--- src/hw/host_pkg.sv ---
// ####################
// Host I/O package
// Widths, address map, opcodes and the
// message structs shared by every block
// ####################

`default_nettype none

package host_pkg;

  localparam int ADDR_W    = 16;
  localparam int DATA_W    = 32;
  localparam int MEM_WORDS = 256;
  localparam int NUM_CORE  = 4;
  localparam int TRACE_W   = 8;

  // Derived widths
  localparam int MEM_IDX_W  = $clog2(MEM_WORDS);
  localparam int CORE_IDX_W = $clog2(NUM_CORE);
  localparam int WORD_SHIFT = $clog2(DATA_W / 8);

  // Address map
  localparam logic [ADDR_W-1:0] HOST_BASE  = 16'h8000;
  localparam logic [ADDR_W-1:0] FINISH_OFS = 16'h0000;
  localparam logic [ADDR_W-1:0] TRACE_OFS  = 16'h0004;

  typedef enum logic {
    e_rd = 1'b0,
    e_wr = 1'b1
  } io_op_e;

  typedef enum logic {
    e_src_proc = 1'b0,
    e_src_ld   = 1'b1
  } src_e;

  typedef struct packed {
    io_op_e              op;
    logic [ADDR_W-1:0]   addr;
    src_e                src;
  } io_hdr_t;

  // Same layout for commands and responses
  typedef struct packed {
    io_hdr_t             hdr;
    logic [DATA_W-1:0]   data;
  } io_msg_t;

  typedef enum logic {
    e_nbf_write = 1'b0,
    e_nbf_end   = 1'b1
  } nbf_op_e;

  typedef struct packed {
    nbf_op_e             op;
    logic [ADDR_W-1:0]   addr;
    logic [DATA_W-1:0]   data;
  } nbf_rec_t;

endpackage

`default_nettype wire

--- src/hw/host_regs.sv ---
// ####################
// Host control registers
// Sticky per-core finish bits and the
// trace-enable vector
// ####################

`timescale 1ns/100ps
`default_nettype none

module host_regs (
  input  logic                          clk_i,
  input  logic                          rst_n_i,
  input  host_pkg::io_msg_t             cmd_i,
  input  logic                          cmd_valid_i,
  output logic                          cmd_ready_o,
  output host_pkg::io_msg_t             resp_o,
  output logic                          resp_valid_o,
  input  logic                          resp_ready_i,
  output logic [host_pkg::NUM_CORE-1:0] finish_o,
  output logic [host_pkg::TRACE_W-1:0]  trace_en_o
);

  host_pkg::io_msg_t                   resp_q;
  logic                                resp_valid_q;
  logic [host_pkg::NUM_CORE-1:0]       finish_q;
  logic [host_pkg::TRACE_W-1:0]        trace_q;
  logic [host_pkg::ADDR_W-1:0]         ofs;
  logic [host_pkg::DATA_W-1:0]         rd_data;
  logic                                cmd_fire;
  logic                                is_write;

  assign cmd_ready_o  = !resp_valid_q;
  assign cmd_fire     = cmd_valid_i && cmd_ready_o;
  assign is_write     = (cmd_i.hdr.op == host_pkg::e_wr);
  assign ofs          = cmd_i.hdr.addr - host_pkg::HOST_BASE;

  assign resp_o       = resp_q;
  assign resp_valid_o = resp_valid_q;
  assign finish_o     = finish_q;
  assign trace_en_o   = trace_q;

  // Unused offsets read as zero
  always_comb
  begin
    rd_data = '0;
    if (ofs == host_pkg::FINISH_OFS)
      rd_data[host_pkg::NUM_CORE-1:0] = finish_q;
    else if (ofs == host_pkg::TRACE_OFS)
      rd_data[host_pkg::TRACE_W-1:0] = trace_q;
  end

  always_ff @(posedge clk_i)
  begin
    if (!rst_n_i)
    begin
      resp_valid_q <= 1'b0;
      finish_q     <= '0;
      trace_q      <= '0;
    end
    else
    begin
      if (cmd_fire)
        resp_valid_q <= 1'b1;
      else if (resp_ready_i)
        resp_valid_q <= 1'b0;

      if (cmd_fire && is_write && (ofs == host_pkg::FINISH_OFS))
        finish_q[cmd_i.data[host_pkg::CORE_IDX_W-1:0]] <= 1'b1;
      if (cmd_fire && is_write && (ofs == host_pkg::TRACE_OFS))
        trace_q <= cmd_i.data[host_pkg::TRACE_W-1:0];
    end
  end

  always_ff @(posedge clk_i)
  begin
    if (cmd_fire)
    begin
      resp_q.hdr  <= cmd_i.hdr;
      resp_q.data <= is_write ? cmd_i.data : rd_data;
    end
  end

endmodule

`default_nettype wire

--- config.mk ---
export PLATFORM = sky130hd
export DESIGN_NAME = host_regs
export DESIGN_NICKNAME = d
export VERILOG_FILES = /design/src/hw/host_pkg.sv /design/src/hw/host_regs.sv
export SDC_FILE = /design/constraint.sdc
export NUM_CORES = 1
export LEC_CHECK = 0
export BUFFER_PORTS_ARGS = -buffer_cell sky130_fd_sc_hd__buf_2
export CORE_MARGIN = 2
export CORE_UTILIZATION = 49
export CTS_CLUSTER_SIZE = 16
export DETAILED_ROUTE_END_ITERATION = 7
export PLACE_DENSITY = 0.93
export SYNTH_ARGS = -nofsm -noshare
export SYNTH_HDL_FRONTEND = slang
export SYNTH_SLANG_ARGS = --single-unit
export TNS_END_PERCENT = 5
--- constraint.sdc ---
create_clock -name clk_i -period 8.85 [get_ports clk_i]
set_input_delay 0 -clock clk_i [delete_from_list [all_inputs] [get_ports clk_i]]
set_output_delay 0 -clock clk_i [all_outputs]
set_load 0.02 [all_outputs]
==> results.cfg <==
[run_status]
status = complete, no violations

[routing]
drc_errors = 0
num_vias = 2096
wire_per_inst_um = 15.83
wirelength_um = 6552
routed_via_density = 5.063
ant_nets = 0
dr.first_iter.drc_count = 162
first_pass_iters = 4

[clocking]
cts.clk_slew.worst_paths_ns = 0.07
htree_levels = 3
clock_path_buffers = 2
clock_sinks = 63
clkLatencyLatePin_ns = 0.33
cts-resized-gates = 0
cts_tree = built
numCtsBuffers = 9
post_cts_buffers = 0
clockRootBuffer = clkbuf_8

[power]
peakVddDrop_mv = 0.1159
power.leakage_nw = 1.589
pwr_density_cell_mw_per_mm2 = 174.2

[grt]
grt_pass1_wl_um = 9170
grt.total_usage_pct = 22.70
grt-ovfl-total = 0
grt_pass1_vias = 1946
grt_start_max_net_pins = 37
antenna_found_initial = 0

[min_path]
worstHoldPathType = input pin to flop

[timing]
period_needed_ns = 1.712
finClkSkew_ns = 0.005545
worstMarginPinSlew_ns = 0.6471
setup_tns_ns = 0
max_freq_mhz = 584.0
fin_ws_ns = 7.138
setup_viol = 0
period_share_pct = 19.35
hold_viol = 0
grt_setup_unrepaired = no
slew_headroom_pct = 56.77
slew_viol_final = 0

[cells_and_area]
nets = 393
syn2layout_area_growth_pct = 53.32
drive_above_1_share_pct = 41.28
antenna_cells = 0
final_cell_mix = 117 x buf_2, 51 x dlygate4sd3_1, 50 x edfxtp_1, 24 x and2_1, 13 x dfxtp_1
final_common_cell = buf_2

[yosys]
synth.ff_latch_count = 63
synth_top_area_share_pct = 59.85
seq_area_frac_synth_pct = 70.22
synth_largest_area_cell = edfxtp_1
yosysWarnings = 0
yosys.cell_types.count = 32
synthTopCellsByArea = edfxtp_1 60%, dfxtp_1 10%, and2_1 6.0%, o31ai_1 2.4%, nand4_1 2.2%
syn_area_sq_mm = 0.002509
syn_inst = 167
syn_area_per_cell_sq_um = 15.02
syn-num-nets = 221

[run]
cap_violations = 0

[die]
core-area_sq_mm = 0.005010
dieArea_sq_mm = 0.005708
io_pins = 118
rows = 26
die_h_um = 75.55
die_x_um = 75.55
start_util_pct = 50.07

[setup_path]
crit_start = resp_valid_o
worstPathRequired_ns = 8.84
reg2reg_from = resp_valid_o
cp_max_fo = 28
r2r_cells = 2
start_kind = flop
arrival_ns = 1.70
rrSetupSlack_ns = 7.14
worstSetupPathType = flop to flop
crit_end = resp_o[11]
timing.rr.end = resp_o[11]
endpoint_kind = flop

[placement]
place_hpwl_um = 3918
port_buffers = 117
routabilityCongestion = 0.8307
dp_worst_setup_slack_ns = 7.133
==> sequential cells by signal (all words and copies together) (netlist names) <==
signal        count
trace_en_o        8
resp_valid_o      1
resp_o           50
finish_o          4
==> cells in the mapped netlist (all sizes together) <==
library cell / number
or3: 1
nor2: 3
nor2b: 1
a21oi: 9
nand2b: 2
clkbuf: 4
nor4: 8
and3b: 1
clkinv: 1
dfxtp: 13
edfxtp: 50
buf: 4
nand2: 5
a32o: 4
nor3: 1
nand4: 10
o31ai: 8
and2: 24
inv: 2
o21a: 3
or2: 1
mux2i: 4
a211oi: 1
and4: 1
nor4b: 2
o21ai: 4
==> power breakdown <==
group / total, mW / internal (mW) / switching [mW]
sequential: 0.342 / 0.338 / 0.00394
clock: 0.236 / 0.129 / 0.107
combinational: 0.0928 / 0.0402 / 0.0526
total: 0.670 / 0.506 / 0.164
==> worst min path at each step <==
stage / end / cells after the start / startpoint
after floorplan: resp_o[32] / 0 / cmd_i[32]
after global placement: resp_o[32] / 1 / cmd_i[32]
after detailed placement: resp_o[32] / 1 / cmd_i[32]
after CTS: resp_o[35] / 1 / cmd_i[35]
after global routing: resp_o[35] / 1 / cmd_i[35]
final: trace_en_o[4] / 3 / cmd_i[35]
==> critical path, cell delays in order, from the launching register on <==
cell and delay [ns]:
dfxtp_1 0.37, nor2b_4 0.55, buf_4 0.45
==> metrics by stage <==
step	hold WS, ns	utilization, %	power (mW)	area (sq um)	std cells
after floorplan	0.09887	-	0.3874	2509	167
after CTS	0.1345	76.77	0.6715	3846	414
after global placement	0.1823	62.81	0.4190	3147	347
final	0.1477	76.77	0.6701	3846	414
after detailed placement	0.1788	62.81	0.4212	3147	347
after global routing	0.1597	76.77	0.6890	3846	414
==> layout make-up <==
cell class	count	area (sq um)
flip-flops and latches	63	1762
clock buffers	10	127.6
multi-input cells	93	693.2
fillers	320	1164
well taps	70	87.58
repair buffers	169	1104
inverters	3	11.26
clock inverters	6	61.31
==> what timing repair did <==
item,CTS,global route
hold endpoints to repair,58,0
setup endpoints to repair,0,0
hold buffers,51,0
==> layer usage <==
layer | vias up | GRT usage [%] | share of wire [%]
li1 | 990 | - | -
met1 | 988 | 23.99 | 36
met2 | 107 | 42.22 | 55
met3 | 11 | 4.365 | 7.0
met4 | 0 | 12.28 | 2.1
met5 | - | 0 | 0
==> cell families after synthesis <==
logic type / synth area share [%]
flip-flops: 70.22
AND/OR/NAND/NOR: 17.96
AO/OA/AOI/OAI: 7.781
buffers and inverters: 2.444
multiplexers: 1.596
Note: power is estimated with default switching activity, not from simulation.
