File: src/hw/host_pkg.sv
// ####################
// Host I/O package
// Widths, address map, opcodes and the
// message structs shared by every block
// ####################

`default_nettype none

package host_pkg;

  localparam int ADDR_W    = 16;
  localparam int DATA_W    = 32;
  localparam int MEM_WORDS = 256;
  localparam int NUM_CORE  = 4;
  localparam int TRACE_W   = 8;

  // Derived widths
  localparam int MEM_IDX_W  = $clog2(MEM_WORDS);
  localparam int CORE_IDX_W = $clog2(NUM_CORE);
  localparam int WORD_SHIFT = $clog2(DATA_W / 8);

  // Address map
  localparam logic [ADDR_W-1:0] HOST_BASE  = 16'h8000;
  localparam logic [ADDR_W-1:0] FINISH_OFS = 16'h0000;
  localparam logic [ADDR_W-1:0] TRACE_OFS  = 16'h0004;

  typedef enum logic {
    e_rd = 1'b0,
    e_wr = 1'b1
  } io_op_e;

  typedef enum logic {
    e_src_proc = 1'b0,
    e_src_ld   = 1'b1
  } src_e;

  typedef struct packed {
    io_op_e              op;
    logic [ADDR_W-1:0]   addr;
    src_e                src;
  } io_hdr_t;

  // Same layout for commands and responses
  typedef struct packed {
    io_hdr_t             hdr;
    logic [DATA_W-1:0]   data;
  } io_msg_t;

  typedef enum logic {
    e_nbf_write = 1'b0,
    e_nbf_end   = 1'b1
  } nbf_op_e;

  typedef struct packed {
    nbf_op_e             op;
    logic [ADDR_W-1:0]   addr;
    logic [DATA_W-1:0]   data;
  } nbf_rec_t;

endpackage

`default_nettype wire

File: src/hw/io_crossbar.sv
// ####################
// I/O crossbar
// One transaction at a time from the loader or
// the processor, routed to memory or host regs
// ####################

`timescale 1ns/100ps
`default_nettype none

module io_crossbar (
  input  logic              clk_i,
  input  logic              rst_n_i,
  input  host_pkg::io_msg_t proc_cmd_i,
  input  logic              proc_cmd_valid_i,
  output logic              proc_cmd_ready_o,
  output host_pkg::io_msg_t proc_resp_o,
  output logic              proc_resp_valid_o,
  input  logic              proc_resp_ready_i,
  input  host_pkg::io_msg_t ld_cmd_i,
  input  logic              ld_cmd_valid_i,
  output logic              ld_cmd_ready_o,
  output host_pkg::io_msg_t ld_resp_o,
  output logic              ld_resp_valid_o,
  output host_pkg::io_msg_t mem_cmd_o,
  output logic              mem_cmd_valid_o,
  input  logic              mem_cmd_ready_i,
  input  host_pkg::io_msg_t mem_resp_i,
  input  logic              mem_resp_valid_i,
  output logic              mem_resp_ready_o,
  output host_pkg::io_msg_t reg_cmd_o,
  output logic              reg_cmd_valid_o,
  input  logic              reg_cmd_ready_i,
  input  host_pkg::io_msg_t reg_resp_i,
  input  logic              reg_resp_valid_i,
  output logic              reg_resp_ready_o
);

  typedef enum logic [1:0] {
    st_idle,
    st_issue,
    st_return
  } state_e;

  state_e            state_q;
  host_pkg::io_msg_t cmd_q;
  host_pkg::io_msg_t resp_q;
  host_pkg::io_msg_t grant_cmd;
  logic              to_reg_q;
  logic              resp_held_q;
  logic              accept;
  logic              tgt_cmd_fire;
  logic              tgt_resp_fire;
  logic              src_resp_fire;

  // Loader has fixed priority
  assign ld_cmd_ready_o   = (state_q == st_idle);
  assign proc_cmd_ready_o = (state_q == st_idle) && !ld_cmd_valid_i;
  assign accept           = (state_q == st_idle) && (ld_cmd_valid_i || proc_cmd_valid_i);

  always_comb
  begin
    grant_cmd         = ld_cmd_valid_i ? ld_cmd_i : proc_cmd_i;
    grant_cmd.hdr.src = ld_cmd_valid_i ? host_pkg::e_src_ld : host_pkg::e_src_proc;
  end

  assign mem_cmd_o       = cmd_q;
  assign reg_cmd_o       = cmd_q;
  assign mem_cmd_valid_o = (state_q == st_issue) && !to_reg_q;
  assign reg_cmd_valid_o = (state_q == st_issue) && to_reg_q;
  assign tgt_cmd_fire    = (mem_cmd_valid_o && mem_cmd_ready_i)
                        || (reg_cmd_valid_o && reg_cmd_ready_i);

  assign mem_resp_ready_o = (state_q == st_return) && !resp_held_q && !to_reg_q;
  assign reg_resp_ready_o = (state_q == st_return) && !resp_held_q && to_reg_q;
  assign tgt_resp_fire    = (mem_resp_valid_i && mem_resp_ready_o)
                         || (reg_resp_valid_i && reg_resp_ready_o);

  // Response goes back to whoever issued it
  assign proc_resp_o       = resp_q;
  assign ld_resp_o         = resp_q;
  assign proc_resp_valid_o = resp_held_q && (resp_q.hdr.src == host_pkg::e_src_proc);
  assign ld_resp_valid_o   = resp_held_q && (resp_q.hdr.src == host_pkg::e_src_ld);
  assign src_resp_fire     = ld_resp_valid_o || (proc_resp_valid_o && proc_resp_ready_i);

  always_ff @(posedge clk_i)
  begin
    if (!rst_n_i)
    begin
      state_q     <= st_idle;
      resp_held_q <= 1'b0;
    end
    else
    begin
      case (state_q)
        st_idle:
          if (accept)
            state_q <= st_issue;
        st_issue:
          if (tgt_cmd_fire)
            state_q <= st_return;
        st_return:
          if (tgt_resp_fire)
            resp_held_q <= 1'b1;
          else if (src_resp_fire)
          begin
            resp_held_q <= 1'b0;
            state_q     <= st_idle;
          end
        default:
          state_q <= st_idle;
      endcase
    end
  end

  always_ff @(posedge clk_i)
  begin
    if (accept)
    begin
      cmd_q    <= grant_cmd;
      to_reg_q <= (grant_cmd.hdr.addr >= host_pkg::HOST_BASE);
    end
    if (tgt_resp_fire)
      resp_q <= to_reg_q ? reg_resp_i : mem_resp_i;
  end

endmodule

`default_nettype wire

File: config.mk
export PLATFORM = sky130hd
export DESIGN_NAME = io_crossbar
export DESIGN_NICKNAME = d
export VERILOG_FILES = /design/src/hw/host_pkg.sv /design/src/hw/io_crossbar.sv
export SDC_FILE = /design/constraint.sdc
export NUM_CORES = 1
export LEC_CHECK = 0
export BUFFER_PORTS_ARGS = -buffer_cell sky130_fd_sc_hd__buf_2
export CORE_AREA = 2 2 161 163
export CTS_CLUSTER_SIZE = 28
export DETAILED_ROUTE_END_ITERATION = 6
export DIE_AREA = 0 0 163 165
export GPL_TIMING_DRIVEN = 0
export HOLD_SLACK_MARGIN = 0.15
export PLACE_DENSITY_LB_ADDON = 0.1
export SLEW_MARGIN = 20
export SYNTH_ARGS = -nofsm -noshare
export SYNTH_HDL_FRONTEND = slang
export SYNTH_SLANG_ARGS = --single-unit
File: constraint.sdc
create_clock -name clk_i -period 9.2 [get_ports clk_i]
set_input_delay 1.84 -clock clk_i [delete_from_list [all_inputs] [get_ports clk_i]]
set_output_delay 1.84 -clock clk_i [all_outputs]
set_load 0.01 [all_outputs]
==> impl_table.tex <==
\begin{tabular}{lr}
\hline
Metric & Value \\
\hline
\multicolumn{2}{l}{\textbf{Setup path}} \\
\quad Critical Path Max Stage Delay & about 220 ps \\
\quad Worst Setup Path Type & in2out \\
\quad Sequence of cells on the critical path & buf\_2 > buf\_2 > buf\_4 > nor3\_1 > buf\_2 \\
\quad Required time at the endpoint of the critical path & roughly 7400 ps \\
\quad Number of buffers and inverters on the critical path & 4 \\
\quad Critical-path maximum fanout & 10 \\
\quad CP delay by family, top & buffers and inverters \\
\quad Reg2reg start & to\_reg\_q\$\_DFFE\_PP\_ \\
\quad Slowest-stage cell, CP & buf\_4 \\
\quad Number of cell instances on the worst register-to-register path & 6 \\
\quad Most prevalent standard cell on the critical path & buf\_2 \\
\quad Worst setup SP type & primary input \\
\quad Capture instance of the worst register-to-register path & ld\_resp\_o[26]\$\_DFFE\_PN\_ \\
\quad Worst path arrival time & between 2000 and 3000 ps \\
\quad Reg2reg setup slack & $\sim$7000 ps \\
\quad Capturing element type of the critical path & primary output \\
\multicolumn{2}{l}{\textbf{Clocking}} \\
\quad Post CTS Setup Buffer Count & 0 \\
\quad Number of clock sinks & roughly 100 \\
\quad Number of buffers inserted for hold repair after clock tree synthesis & 0 \\
\quad TritonCTS clock tree & yes \\
\quad Maximum count of clock buffers along a single path & 2 \\
\quad Total CTS buffers & 9 \\
\quad Clock slew at the register clock pins of the worst setup and hold paths & 70 ps \\
\quad H-tree Lvls & 3 \\
\quad Latest clock arrival within the worst-skew pair & between 300 and 400 ps \\
\quad Post-cts repair resize count & 0 \\
\quad Root buffer selected by CTS & clkbuf\_16 \\
\multicolumn{2}{l}{\textbf{Routing}} \\
\quad Drt via density & 3.82 \\
\quad Iteration count of the initial detailed-routing pass & 4 \\
\quad Initial drt markers & between 90 and 100 \\
\quad Via count & $\sim$4200 \\
\quad DRC & 0 \\
\quad Routed WL & roughly 17000 um \\
\quad Average wire length per cell after detail routing & about 16 um \\
\quad Remaining antenna violation count after routing & 0 \\
\multicolumn{2}{l}{\textbf{Global routing}} \\
\quad Maximum number of pins on one net before global-route repair & 27 \\
\quad Final global-route overflow total & 0 \\
\quad Vias in the first global route & 4214 \\
\quad Total track usage & about an eighth \\
\quad Antenna violations before repair & 4 \\
\quad Wire length of the first global-routing pass & 23700 um \\
\multicolumn{2}{l}{\textbf{Flow run}} \\
\quad Max Cap Violations & 0 \\
\multicolumn{2}{l}{\textbf{Place}} \\
\quad Dpl cells & $\sim$1100 \\
\quad Pre-CTS setup slack & 4580 ps \\
\quad Buffers on Ports & roughly 410 \\
\quad Area after DPL & 0.00779 mm\^{}2 \\
\quad Final HPWL DP & between 10000 and 15000 um \\
\quad Final RePlAce weighted congestion & $\sim$0.83 \\
\multicolumn{2}{l}{\textbf{Timing}} \\
\quad Maximum achievable frequency & about 220 MHz \\
\quad Count of endpoints failing hold in the final timing report & 0 \\
\quad Max-slew violations & 0 \\
\quad Slew at the pin closest to its max-slew limit & 624 ps \\
\quad Shortest clock period the worst path allows after layout & between 4000 and 5000 ps \\
\quad Final setup margin & 4610 ps \\
\quad Post-Route Setup TNS & 0 ps \\
\quad Unrepaired setup endpoints after global routing & no \\
\quad Hold WS & between 500 and 600 ps \\
\quad Final setup violating endpoints & 0 \\
\quad Final Cycle Share & 49.9\% \\
\quad Worst clock skew on the final layout & between 10 and 15 ps \\
\quad Rel. slew slack & roughly three fifths \\
\multicolumn{2}{l}{\textbf{Power}} \\
\quad Power Density & between 150 and 200 mW/mm\^{}2 \\
\quad Leakage dissipation & about 3.8 nW \\
\quad Peak VDD IR & around 0.000054 V \\
\multicolumn{2}{l}{\textbf{Yosys}} \\
\quad Post-synth EDFFs & around 100 \\
\quad Cell count after synthesis & 338 \\
\quad Total of flip-flops plus latches after synthesis & roughly 100 \\
\quad Most frequent cells after synthesis & 106 x buf\_4, 101 x edfxtp\_1, 101 x mux2\_2 \\
\quad YS warnings & 0 \\
\quad Most instantiated library cell after synthesis & buf\_4 \\
\quad Avg Synthesized Cell Area & roughly 15 um\^{}2 \\
\quad Area share of the leading cell type in the synthesized netlist & $\sim$58\% \\
\quad Main area contributors after synthesis & edfxtp\_1 58\%, mux2\_2 22\%, buf\_4 15\% \\
\quad Largest area contributor in the netlist & edfxtp\_1 \\
\quad Netlist area before placement & 0.00524 mm\^{}2 \\
\quad Share of synthesized flip-flops with an asynchronous set or reset & 0\% \\
\quad Commonest register cell after synthesis & edfxtp\_1 \\
\quad Synthesized netlist net count & between 500 and 600 \\
\quad Post-synth cell types & 23 \\
\quad Sequential area share after synthesis & roughly 59\% \\
\multicolumn{2}{l}{\textbf{Floorplan}} \\
\quad FP Rows & slightly below 60 \\
\quad Initial cell density of the core & 20.9\% \\
\quad IO Count & about 420 \\
\quad Area of the core & between 0.02 and 0.03 mm\^{}2 \\
\quad Overall die height & 165 um \\
\quad Die X-Extent & around 160 um \\
\quad Die area & roughly 0.027 mm\^{}2 \\
\multicolumn{2}{l}{\textbf{Worst hold path}} \\
\quad Worst Hold Endpoint & state\_q[0]\$\_SDFFE\_PN0P\_ \\
\quad HP Class & reg2reg \\
\quad HP Start & state\_q[0]\$\_SDFFE\_PN0P\_ \\
\quad Count of cells along the worst hold path & 1 \\
\multicolumn{2}{l}{\textbf{Status}} \\
\quad Status & finished, final reports clean \\
\multicolumn{2}{l}{\textbf{Cells and area}} \\
\quad Proportion of layout cells with a drive suffix above 1 & $\sim$84\% \\
\quad Number of nets in the final layout & between 900 and 1000 \\
\quad Post-route non-filler standard cell count & 1103 \\
\quad Area growth, synth to finish & 55.1\% \\
\quad Post-route standard cell area excluding fillers & 0.00812 mm\^{}2 \\
\hline
\end{tabular}
-- layer usage --
metal,vias up,GRT usage [%],part of all wire (%)
li1,1989,-,-
met4,6,2.82,1.0
met5,-,0,0.26
met1,1945,11.9,34
met3,18,5.22,11
met2,256,23.2,54
-- logic make-up (layout without fill, tap and decap cells) --
family          Yosys count  in the layout  share of synthesized area (%)
other cells               0              1                              0
buf+inv                 113            547                           16.5
mux                     102            102                           21.9
flops                   104            104                           59.1
compound gates            7              7                          0.980
simple gates             12             12                           1.48
-- worst max-delay path by stage --
stage / to / from / slack [ps] / cells past startpoint
2_1_floorplan: ld_resp_o[0]$_DFFE_PN_ / reg_resp_valid_i / 4880 / 2
3_3_place_gp: ld_resp_o[26]$_DFFE_PN_ / mem_resp_valid_i / 3670 / 3
3_5_place_dp: proc_cmd_ready_o / ld_cmd_valid_i / 4580 / 5
4_1_cts: proc_cmd_ready_o / ld_cmd_valid_i / 4580 / 5
5_1_grt: proc_cmd_ready_o / ld_cmd_valid_i / 4580 / 5
6_report: proc_cmd_ready_o / ld_cmd_valid_i / 4610 / 5
-- power breakdown --
part	total [W]	internal, W	switching, W
registers	0.000595	0.000572	0.0000226
clock network	0.000429	0.000248	0.000181
logic	0.000298	0.000166	0.000132
total	0.00132	0.000986	0.000336
-- placed cells by master, fill, tap and decap left out, types with 2 or more instances in the layout --
master and count:
clkbuf_1 2, clkinv_4 2, o21a_1 2, buf_4 106, nor3b_1 2, dfxtp_1 3, buf_6 5, nor2_1 2
clkbuf_16 9, nor3_1 2, clkbuf_8 3, buf_2 415, edfxtp_1 101, bufinv_16 2, mux2_2 101
-- stage by stage --
step	util [%]	total power, W
floorplan	-	0.000766
global placement	30.8	0.000910
detailed placement	31.1	0.000911
CTS	32.4	0.00135
global route	32.4	0.00139
finish	32.4	0.00132
-- area by class of cell --
type	count	area (um^2)
fill	2561	16900
sequential	104	3090
timing repair buffer	418	2130
multi-input combinational	121	1290
buffer	112	862
tap	330	413
clock buffer	12	246
clock inverter	4	77.6
inverter	1	3.75
antenna	1	2.50
-- registers in the layout (all words and copies together) (netlist names) --
signal / flops
ld_resp_o: 50
mem_cmd_o: 50
state_q: 2
resp_held_q: 1
to_reg_q: 1
No activity file was read; power rests on OpenSTA's default activity.
