[src/hw/host_pkg.sv]
// ####################
// Host I/O package
// Widths, address map, opcodes and the
// message structs shared by every block
// ####################

`default_nettype none

package host_pkg;

  localparam int ADDR_W    = 16;
  localparam int DATA_W    = 32;
  localparam int MEM_WORDS = 256;
  localparam int NUM_CORE  = 4;
  localparam int TRACE_W   = 8;

  // Derived widths
  localparam int MEM_IDX_W  = $clog2(MEM_WORDS);
  localparam int CORE_IDX_W = $clog2(NUM_CORE);
  localparam int WORD_SHIFT = $clog2(DATA_W / 8);

  // Address map
  localparam logic [ADDR_W-1:0] HOST_BASE  = 16'h8000;
  localparam logic [ADDR_W-1:0] FINISH_OFS = 16'h0000;
  localparam logic [ADDR_W-1:0] TRACE_OFS  = 16'h0004;

  typedef enum logic {
    e_rd = 1'b0,
    e_wr = 1'b1
  } io_op_e;

  typedef enum logic {
    e_src_proc = 1'b0,
    e_src_ld   = 1'b1
  } src_e;

  typedef struct packed {
    io_op_e              op;
    logic [ADDR_W-1:0]   addr;
    src_e                src;
  } io_hdr_t;

  // Same layout for commands and responses
  typedef struct packed {
    io_hdr_t             hdr;
    logic [DATA_W-1:0]   data;
  } io_msg_t;

  typedef enum logic {
    e_nbf_write = 1'b0,
    e_nbf_end   = 1'b1
  } nbf_op_e;

  typedef struct packed {
    nbf_op_e             op;
    logic [ADDR_W-1:0]   addr;
    logic [DATA_W-1:0]   data;
  } nbf_rec_t;

endpackage

`default_nettype wire

[src/hw/nbf_loader.sv]
// ####################
// Boot record loader
// Turns write records into memory write
// commands, flags done after the end record
// ####################

`timescale 1ns/100ps
`default_nettype none

module nbf_loader (
  input  logic               clk_i,
  input  logic               rst_n_i,
  input  host_pkg::nbf_rec_t rec_i,
  input  logic               rec_valid_i,
  output logic               rec_ready_o,
  output host_pkg::io_msg_t  cmd_o,
  output logic               cmd_valid_o,
  input  logic               cmd_ready_i,
  input  host_pkg::io_msg_t  resp_i,
  input  logic               resp_valid_i,
  output logic               done_o
);

  host_pkg::io_msg_t cmd_q;
  logic              cmd_valid_q;
  logic              seen_end_q;
  logic [3:0]        pending_q;
  logic              rec_fire;
  logic              cmd_fire;
  logic              resp_fire;

  // One record in flight, nothing taken after the end record
  assign rec_ready_o = !cmd_valid_q && !seen_end_q;
  assign rec_fire    = rec_valid_i && rec_ready_o;
  assign cmd_fire    = cmd_valid_q && cmd_ready_i;
  assign resp_fire   = resp_valid_i && (resp_i.hdr.op == host_pkg::e_wr);

  assign cmd_o       = cmd_q;
  assign cmd_valid_o = cmd_valid_q;
  assign done_o      = seen_end_q && (pending_q == '0);

  always_ff @(posedge clk_i)
  begin
    if (!rst_n_i)
    begin
      cmd_valid_q <= 1'b0;
      seen_end_q  <= 1'b0;
      pending_q   <= '0;
    end
    else
    begin
      if (rec_fire && (rec_i.op == host_pkg::e_nbf_write))
        cmd_valid_q <= 1'b1;
      else if (cmd_fire)
        cmd_valid_q <= 1'b0;

      if (rec_fire && (rec_i.op == host_pkg::e_nbf_end))
        seen_end_q <= 1'b1;

      // Writes issued but not yet answered
      case ({cmd_fire, resp_fire})
        2'b10:   pending_q <= pending_q + 4'd1;
        2'b01:   pending_q <= pending_q - 4'd1;
        default: pending_q <= pending_q;
      endcase
    end
  end

  always_ff @(posedge clk_i)
  begin
    if (rec_fire)
    begin
      cmd_q.hdr.op   <= host_pkg::e_wr;
      cmd_q.hdr.addr <= rec_i.addr;
      cmd_q.hdr.src  <= host_pkg::e_src_ld;
      cmd_q.data     <= rec_i.data;
    end
  end

endmodule

`default_nettype wire

[config.mk]
export PLATFORM = sky130hd
export DESIGN_NAME = nbf_loader
export DESIGN_NICKNAME = d
export VERILOG_FILES = /design/src/hw/host_pkg.sv /design/src/hw/nbf_loader.sv
export SDC_FILE = /design/constraint.sdc
export NUM_CORES = 1
export LEC_CHECK = 0
export BUFFER_PORTS_ARGS = -buffer_cell sky130_fd_sc_hd__buf_2
export CORE_ASPECT_RATIO = 0.5
export CORE_MARGIN = 2
export CORE_UTILIZATION = 37
export CTS_CLUSTER_SIZE = 10
export DETAILED_ROUTE_END_ITERATION = 10
export PLACE_DENSITY = 0.76
export SLEW_MARGIN = 20
export SYNTH_ARGS = -nofsm -noshare
export SYNTH_HDL_FRONTEND = slang
export SYNTH_SLANG_ARGS = --single-unit
export TNS_END_PERCENT = 10
[constraint.sdc]
create_clock -name clk_i -period 2.85 [get_ports clk_i]
set_input_delay 0.4275 -clock clk_i [delete_from_list [all_inputs] [get_ports clk_i]]
set_output_delay 0.4275 -clock clk_i [all_outputs]
set_load 0.05 [all_outputs]
==> results of run 1 <==
==> logic make-up (layout without fill, tap and decap cells) <==
kind of cell    count (synthesis)  in the layout  synth area share [%]
xor+xnor                        3              3                  1.44
other cells                     1              2                 0.205
mux                             2              2                  1.09
flops                          54             54                  85.3
buf+inv                         2            115                 0.820
compound gates                  8              8                  3.08
fa+ha+maj                       3              3                  2.05
simple gates                   19             19                  6.02
==> per-layer routing <==
layer,wire (um),vias to the layer above,GRT usage [%]
met4,55,0,5.48
met5,0,-,0
li1,-,565,-
met3,128,7,2.86
met2,2070,25,25.2
met1,1240,564,10.8
==> worst max-delay path, cell delays in order (launching register included) <==
cell      delay, ns
dfxtp_1        0.41
nand2_1        0.11
ha_1           0.25
xor2_1         0.19
ha_1           0.20
a21oi_2        0.11
xor2_1         0.08
or3_1          0.30
a21boi_1       0.14
==> synth_stat cells (all sizes together) <==
cell,count
xor2,2
and2b,1
nor2,2
nor4,1
or3,2
nor4b,1
nand2b,1
and2,4
ha,3
o21ai,1
a21boi,1
a31oi,1
o32ai,1
edfxtp,48
a21oi,2
o21a,2
conb,1
dfxtp,6
xnor2,1
mux2i,2
buf,2
nand2,3
nor2b,4
==> final timing paths <==
path | cells after the start | endpoint | slack, ns
hold reg to reg | 2 | pending_q[3] | 0.47
setup reg to reg | 8 | pending_q[2] | 0.99
setup / recovery | 8 | pending_q[2] | 0.99
hold / removal | 1 | cmd_o[5] | 0.30
==> power by group through the flow <==
stage	clock (uW)	sequential [uW]	combinational (uW)
finish	396	944	326
global route	430	951	345
CTS	412	946	330
detailed placement	0	964	329
global placement	0	960	323
floorplan	0	1130	68.5
==> registers in the layout (all words and copies together) (netlist names) <==
signal,flops
cmd_o,48
cmd_valid_o,1
pending_q,4
seen_end_q,1
==> through the flow <==
step                std cells  util, %  power [uW]  area (um^2)
floorplan                  93        -        1200         1840
global placement          268     50.6        1280         2450
detailed placement        268     50.6        1290         2450
CTS                       276     52.2        1690         2530
global route              276     52.2        1730         2530
finish                    276     52.2        1670         2530
==> final cells by class <==
class	instances	area [um^2]
flip-flops and latches	54	1560
repair buffers	107	541
clock buffers	8	80.1
well taps	70	87.6
multi-input cells	37	259
fillers	416	2310
==> placed cells by master, fill, tap and decap left out, drive strengths merged <==
| cell type | instances |
|---|---|
| xnor2 | 1 |
| a21oi | 2 |
| o32ai | 1 |
| a31oi | 1 |
| buf | 107 |
| xor2 | 2 |
| nor2 | 2 |
| nor4b | 1 |
| clkbuf | 8 |
| o21ai | 1 |
| nor4 | 1 |
| and2b | 1 |
| conb | 2 |
| and2 | 4 |
| or3 | 2 |
| dfxtp | 6 |
| nand2 | 3 |
| o21a | 2 |
| nor2b | 4 |
| nand2b | 1 |
| ha | 3 |
| mux2i | 2 |
| a21boi | 1 |
| edfxtp | 48 |
==> flow_summary.toml, run 1 <==
[critical_path]
critPathKind = "reg -> reg"
required_ns = 3.08
crit_arrival_ns = 2.09
path_max_fanout = 6
r2r_start = "cmd_valid_o"
worstSetupStartpointType = "register"
startpoint = "cmd_valid_o"
end_kind = "register"

[place]
dpl.hpwl_um = 2750
io_buffers = 105
place_ws_ns = 0.811
gp_congestion = 0.717

[floorplanning]
fp-row-count = 18
die_h_um = 53.7
die-area_um2 = 5560
initial_core_util_pct = 37.8
ios = 157
floorplan.core_area_um2 = 4840
die_w_um = 103

[min_path]
min_path_type = "in -> reg"
min_from = "rec_i[5]"

[clock_tree]
clk_latency_ns = 0.30
cts_tree = "done"
cts.clk_slew.worst_paths_ns = 0.09
htree_num_levels = 2
clkSinkCount = 54
cts_root_buf = "clkbuf_8"
hold_buffers = 0
cts_resized = 0
cts_max_path_buffers = 2
numCtsBuffers = 5
postCtsSetupBuffers = 0

[sta]
rsz0062_at_grt = "no"
period_needed_ns = 1.86
setup-violations-final = 0
max_freq_mhz = 537
finalSetupTns_ns = 0
post-route-period-util_pct = 65.3
worst_slack_ns = 0.989
drv_slew = 0
hold-worst-slack_ns = 0.298
final_hold_viol_count = 0
skew_ns = 0.00489

[synthesis]
yosysWarnings = 0
post-synth-top-area-fraction_pct = 78.7
ys_seq_area_share_pct = 85.3
ys_types = 24
ys_ff_latch = 54
synth.area.top_cells = "edfxtp_1 79%, dfxtp_1 6.6%, ha_1 2.1%, and2_1 1.4%, nor2b_1 1.4%"
yosysTopAreaCell = "edfxtp_1"
syn-instance-count = 92
avgSynthCellArea_um2 = 19.9
syn_area_um2 = 1830

[final_layout]
area_growth_pct = 38.1
drive_gt1_share_pct = 55.3
nets = 312
antenna_cells = 0

[detailed_routing]
dr.pass1.iters = 4
routed_wl_um = 3490
vias_per_cell = 4.21
wire_per_inst_um = 12.7
drt_iter0_markers = 44
drc = 0
vias = 1161
drt.antenna.violating_nets = 0

[pwr]
p_int_uw = 1180
p_clk_share_pct = 23.8
power_leakage_uw = 0.00108
power_switching_uw = 483
seqPwrFrac_pct = 56.7
ir_drop_mv = 0.237
p_comb_share_pct = 19.6
switching_share_pct = 29.0
powerDensity_nw_per_um2 = 659

[global_routing]
grt_pass1_vias = 1127
overflow = 0
antenna_found_initial = 0
grt_pass1_wl_um = 4820
track_usage_pct = 11.9
grt_max_degree = 25

[job]
drv_cap = 0

[outcome]
status = "complete, no violations"
No activity file was read; power rests on OpenSTA's default activity.
==> run 2: changes to the inputs <==
clock period = 1.8 ns   (was 2.85 ns; I/O delays follow)
==> flow_summary.toml, run 2 (synthesis gave the netlist of run 1 again) <==
[clock_tree]
htree_num_levels = 2
clkSinkCount = 54
clk_latency_ns = 0.29
cts_root_buf = "clkbuf_8"
cts_max_path_buffers = 2
cts_tree = "done"
numCtsBuffers = 5
cts.clk_slew.worst_paths_ns = 0.10
hold_buffers = 0

[final_layout]
area_growth_pct = 41.2
drive_gt1_share_pct = 58.9
mostFrequentLayoutCells = "105 x buf_2, 48 x edfxtp_1, 5 x clkbuf_8, 5 x dfxtp_1"
final_common_cell = "buf_2"
stdcell_count = 279
antenna_cells = 0
nets = 315
largest_reg_flops = 48

[min_path]
min_delay_path_depth = 1
min_path_type = "in -> reg"

[place]
io_buffers = 105
dpl.hpwl_um = 2880
gp_congestion = 0.761
dp.cells = 269

[detailed_routing]
drt_iter0_markers = 35
wl_met3_um = 119
wl_met2_um = 2210
vias_per_cell = 4.22
wl_met1_um = 1320
dr.pass1.iters = 4
drc = 0
drt.antenna.violating_nets = 0
routed_wl_um = 3690
wire_per_inst_um = 13.2
dr.max_layer_used = "met4"
vias = 1178

[global_routing]
grt_max_degree = 24
grt_pass1_vias = 1135
track_usage_pct = 12.5
grt_pass1_wl_um = 5080
overflow = 0
antenna_found_initial = 0

[critical_path]
end_kind = "register"
crit_arrival_ns = 1.93
cpPeakStageDelay_ns = 0.35
worstSetupStartpointType = "register"
required_ns = 2.02
path_cells = "nand2_1, ha_2, xor2_1, ha_2, a21oi_2, xor2_1, or3_1, a21boi_1"
critPathKind = "reg -> reg"
critPathBufInv = 0
critical-path-top-delay-family = "adder cells"
r2r_slack_ns = 0.1
critPathSlowestCell = "dfxtp_4"
reg2reg_depth = 8
cp_num_cells = 8
path_max_fanout = 3

[pwr]
switching_share_pct = 30.0
p_clk_share_pct = 24.5
p_total_uw = 2690
ir_drop_mv = 0.363
p_int_uw = 1880
power_switching_uw = 806
seqPwrFrac_pct = 55.6
powerDensity_nw_per_um2 = 1040
power_leakage_uw = 0.00110
p_comb_share_pct = 19.9

[sta]
skew_ns = 0.00804
post-route-period-util_pct = 94.5
setup-violations-final = 0
final_hold_viol_count = 0
hold-worst-slack_ns = 0.137
drv_slew = 0
period_needed_ns = 1.70
max_freq_mhz = 588

[job]
drv_cap = 0

[floorplanning]
floorplan.core_area_um2 = 4840
die-area_um2 = 5560
ios = 157
initial_core_util_pct = 37.8
die_w_um = 103
die_h_um = 53.7
fp-row-count = 18

[outcome]
status = "complete, no violations"
## run 2: cell count changes in the layout (fill, tap and decap cells not counted), moves of 2 or more
cell      before  now
buf_4          2    4
clkbuf_1       3    0
ha_1           3    1
ha_2           0    2
## run 2: routing by layer
metal | vias to the layer above | GRT usage (%)
li1 | 572 | -
met1 | 574 | 13.1
met2 | 28 | 25.1
met3 | 4 | 2.60
met4 | 0 | 4.61
met5 | - | 0
## run 2: through the flow
step | setup slack, ns | util [%] | setup TNS (ns) | cell area, um^2
after CTS | 0.0111 | 53.0 | 0 | 2560
after global routing | -0.00747 | 53.4 | -0.00747 | 2580
after detailed placement | -0.0380 | 51.1 | -0.0380 | 2480
after floorplan | 0.00513 | - | 0 | 1840
after global placement | 0.0205 | 51.1 | 0 | 2480
final | 0.0987 | 53.4 | 0 | 2580
## run 2: worst paths after layout
kind,start,endpoint
min,rec_i[21],cmd_o[21]
max,cmd_valid_o,pending_q[2]
min reg2reg,pending_q[3],pending_q[3]
max reg2reg,cmd_valid_o,pending_q[2]
## run 2: timing repair
item,in CTS,in global routing
endpoints found under the setup margin,0,1
buffers inserted,0,2
resized for setup,0,2
endpoints found under the hold margin,0,0
## run 2: layout make-up
class | count | area, um^2
fillers | 432 | 2260
flip-flops and latches | 54 | 1570
repair buffers | 110 | 576
multi-input cells | 37 | 268
well taps | 70 | 87.6
clock buffers | 5 | 68.8
clock inverters | 3 | 20.0
## run 2: power by group through the flow
stage	Combinational (uW)	Clock [uW]	Sequential, uW
after floorplan	110	0	1790
after global placement	520	0	1520
after detailed placement	534	0	1530
after CTS	535	683	1500
after global routing	564	723	1500
final	535	658	1490
==> run 3: changes to the inputs <==
clock period = 1.6 ns   (was 1.8 ns; I/O delays follow)
==> flow_summary.toml, run 3 (synthesis gave the netlist of run 1 again) <==
[outcome]
status = "finished with violations"
violations = "setup timing"

[sta]
setup-violations-final = 1
rsz0062_at_grt = "yes"
skew_ns = 0.00574
period_needed_ns = 1.62
post-route-period-util_pct = 101
drv_slew = 0
worst_slack_ns = -0.0217
finalSetupTns_ns = -0.0217
final_hold_viol_count = 0
max_freq_mhz = 617

[min_path]
hold_end = "cmd_o[22]"
min_path_type = "in -> reg"
min_delay_path_depth = 1
min_from = "rec_i[22]"

[critical_path]
r2r_slack_ns = -0.02
worstSetupStartpointType = "register"
end_kind = "register"
required_ns = 1.84
reg2reg_depth = 8
critPathKind = "reg -> reg"
r2r_start = "cmd_valid_o"
path_max_fanout = 2
reg2reg_to = "pending_q[2]"
crit_arrival_ns = 1.86

[final_layout]
largest_reg_flops = 48
nets = 317
final_common_cell = "buf_2"
antenna_cells = 0
stdcell_area_um2 = 2650
drive_gt1_share_pct = 60.7
fillers = 430
area_growth_pct = 44.6
mostFrequentLayoutCells = "104 x buf_2, 48 x edfxtp_1, 6 x buf_4"

[detailed_routing]
routed_wl_um = 3600
drc = 0
dr.pass1.iters = 4
wire_per_inst_um = 12.8
drt.antenna.violating_nets = 0
vias = 1204
vias_per_cell = 4.28
drt_iter0_markers = 26

[clock_tree]
cts_max_path_buffers = 2
postCtsSetupBuffers = 0
cts.clk_slew.worst_paths_ns = 0.10
clkSinkCount = 54
clk_latency_ns = 0.30
cts_root_buf = "clkbuf_8"
numCtsBuffers = 5
hold_buffers = 0
cts_tree = "done"
htree_num_levels = 2

[global_routing]
grt_pass1_vias = 1151
antenna_found_initial = 0
grt_pass1_wl_um = 5020
grt_max_degree = 25
overflow = 0
track_usage_pct = 12.3

[place]
gp_congestion = 0.701
placed_cell_area_um2 = 2550
dpl.hpwl_um = 2820
io_buffers = 105
place_ws_ns = -0.153

[floorplanning]
floorplan.core_area_um2 = 4840
die_w_um = 103
die_h_um = 53.7
initial_core_util_pct = 37.8
die-area_um2 = 5560
ios = 157
fp-row-count = 18

[pwr]
seqPwrFrac_pct = 55.3
p_clk_share_pct = 24.3
p_comb_share_pct = 20.3
ir_drop_mv = 0.443
power_leakage_uw = 0.00113
p_int_uw = 2130
powerDensity_nw_per_um2 = 1150
switching_share_pct = 30.0
power_switching_uw = 911

[job]
drv_cap = 0
[run 3: changes by cell type in the layout (fill, tap and decap cells not counted), sizes merged]
cell,before,now
clkinv,1,2
buf,110,112
inv,1,0
[run 3: area by class of cell]
class                           count  area (um^2)  area share, %
Clock buffer                        5         68.8           2.60
Clock inverter                      3         21.3          0.804
Multi-Input combinational cell     37          298           11.3
Sequential cell                    54         1570           59.1
Tap cell                           70         87.6           3.31
Timing Repair Buffer              112          606           22.9
[run 3: power by group through the flow]
stage,Combinational (uW),Sequential (uW),Clock [uW]
detailed placement,621,1720,0
finish,618,1680,740
global route,653,1700,818
CTS,623,1680,773
global placement,611,1710,0
floorplan,128,2010,0
[run 3: how the worst max path moves through the flow]
| stage | slack [ns] | cells past startpoint | startpoint | to |
|---|---|---|---|---|
| finish | -0.02 | 8 | cmd_valid_o | pending_q[2] |
| global placement | -0.08 | 9 | resp_valid_i | pending_q[2] |
| detailed placement | -0.15 | 9 | resp_valid_i | pending_q[2] |
| CTS | -0.02 | 8 | cmd_valid_o | pending_q[2] |
| global route | -0.13 | 8 | cmd_valid_o | pending_q[2] |
| floorplan | -0.09 | 8 | cmd_valid_o | pending_q[2] |
[run 3: metal layers]
metal,vias to the layer above,track usage [%],wire length (um)
li1,575,-,-
met1,596,13.1,1310
met2,28,23.8,2090
met3,5,3.64,154
met4,0,4.61,40
met5,-,0,0
[run 3: critical path: stages (launching register included)]
cell      delay [ns]
dfxtp_4         0.36
nand2_4         0.05
ha_4            0.16
xor2_2          0.16
ha_2            0.18
a21oi_2         0.11
xor2_1          0.08
or3_1           0.31
a21boi_1        0.12
[run 3: stage by stage]
step | utilization (%) | power [uW] | std cells | hold WS [ns]
floorplan | - | 2140 | 93 | 0.339
global placement | 52.6 | 2320 | 273 | 0.416
detailed placement | 52.6 | 2340 | 273 | 0.418
CTS | 54.5 | 3080 | 281 | 0.0914
global route | 54.7 | 3170 | 281 | 0.0813
finish | 54.7 | 3040 | 281 | 0.102
[run 3: timing repair]
action / 4_1_cts / 5_1_grt
pin swaps: 0 / 0
gates resized for setup: 1 / 1
cloned: 0 / 0
endpoints found under the setup margin: 2 / 2
endpoints found under the hold margin: 0 / 0
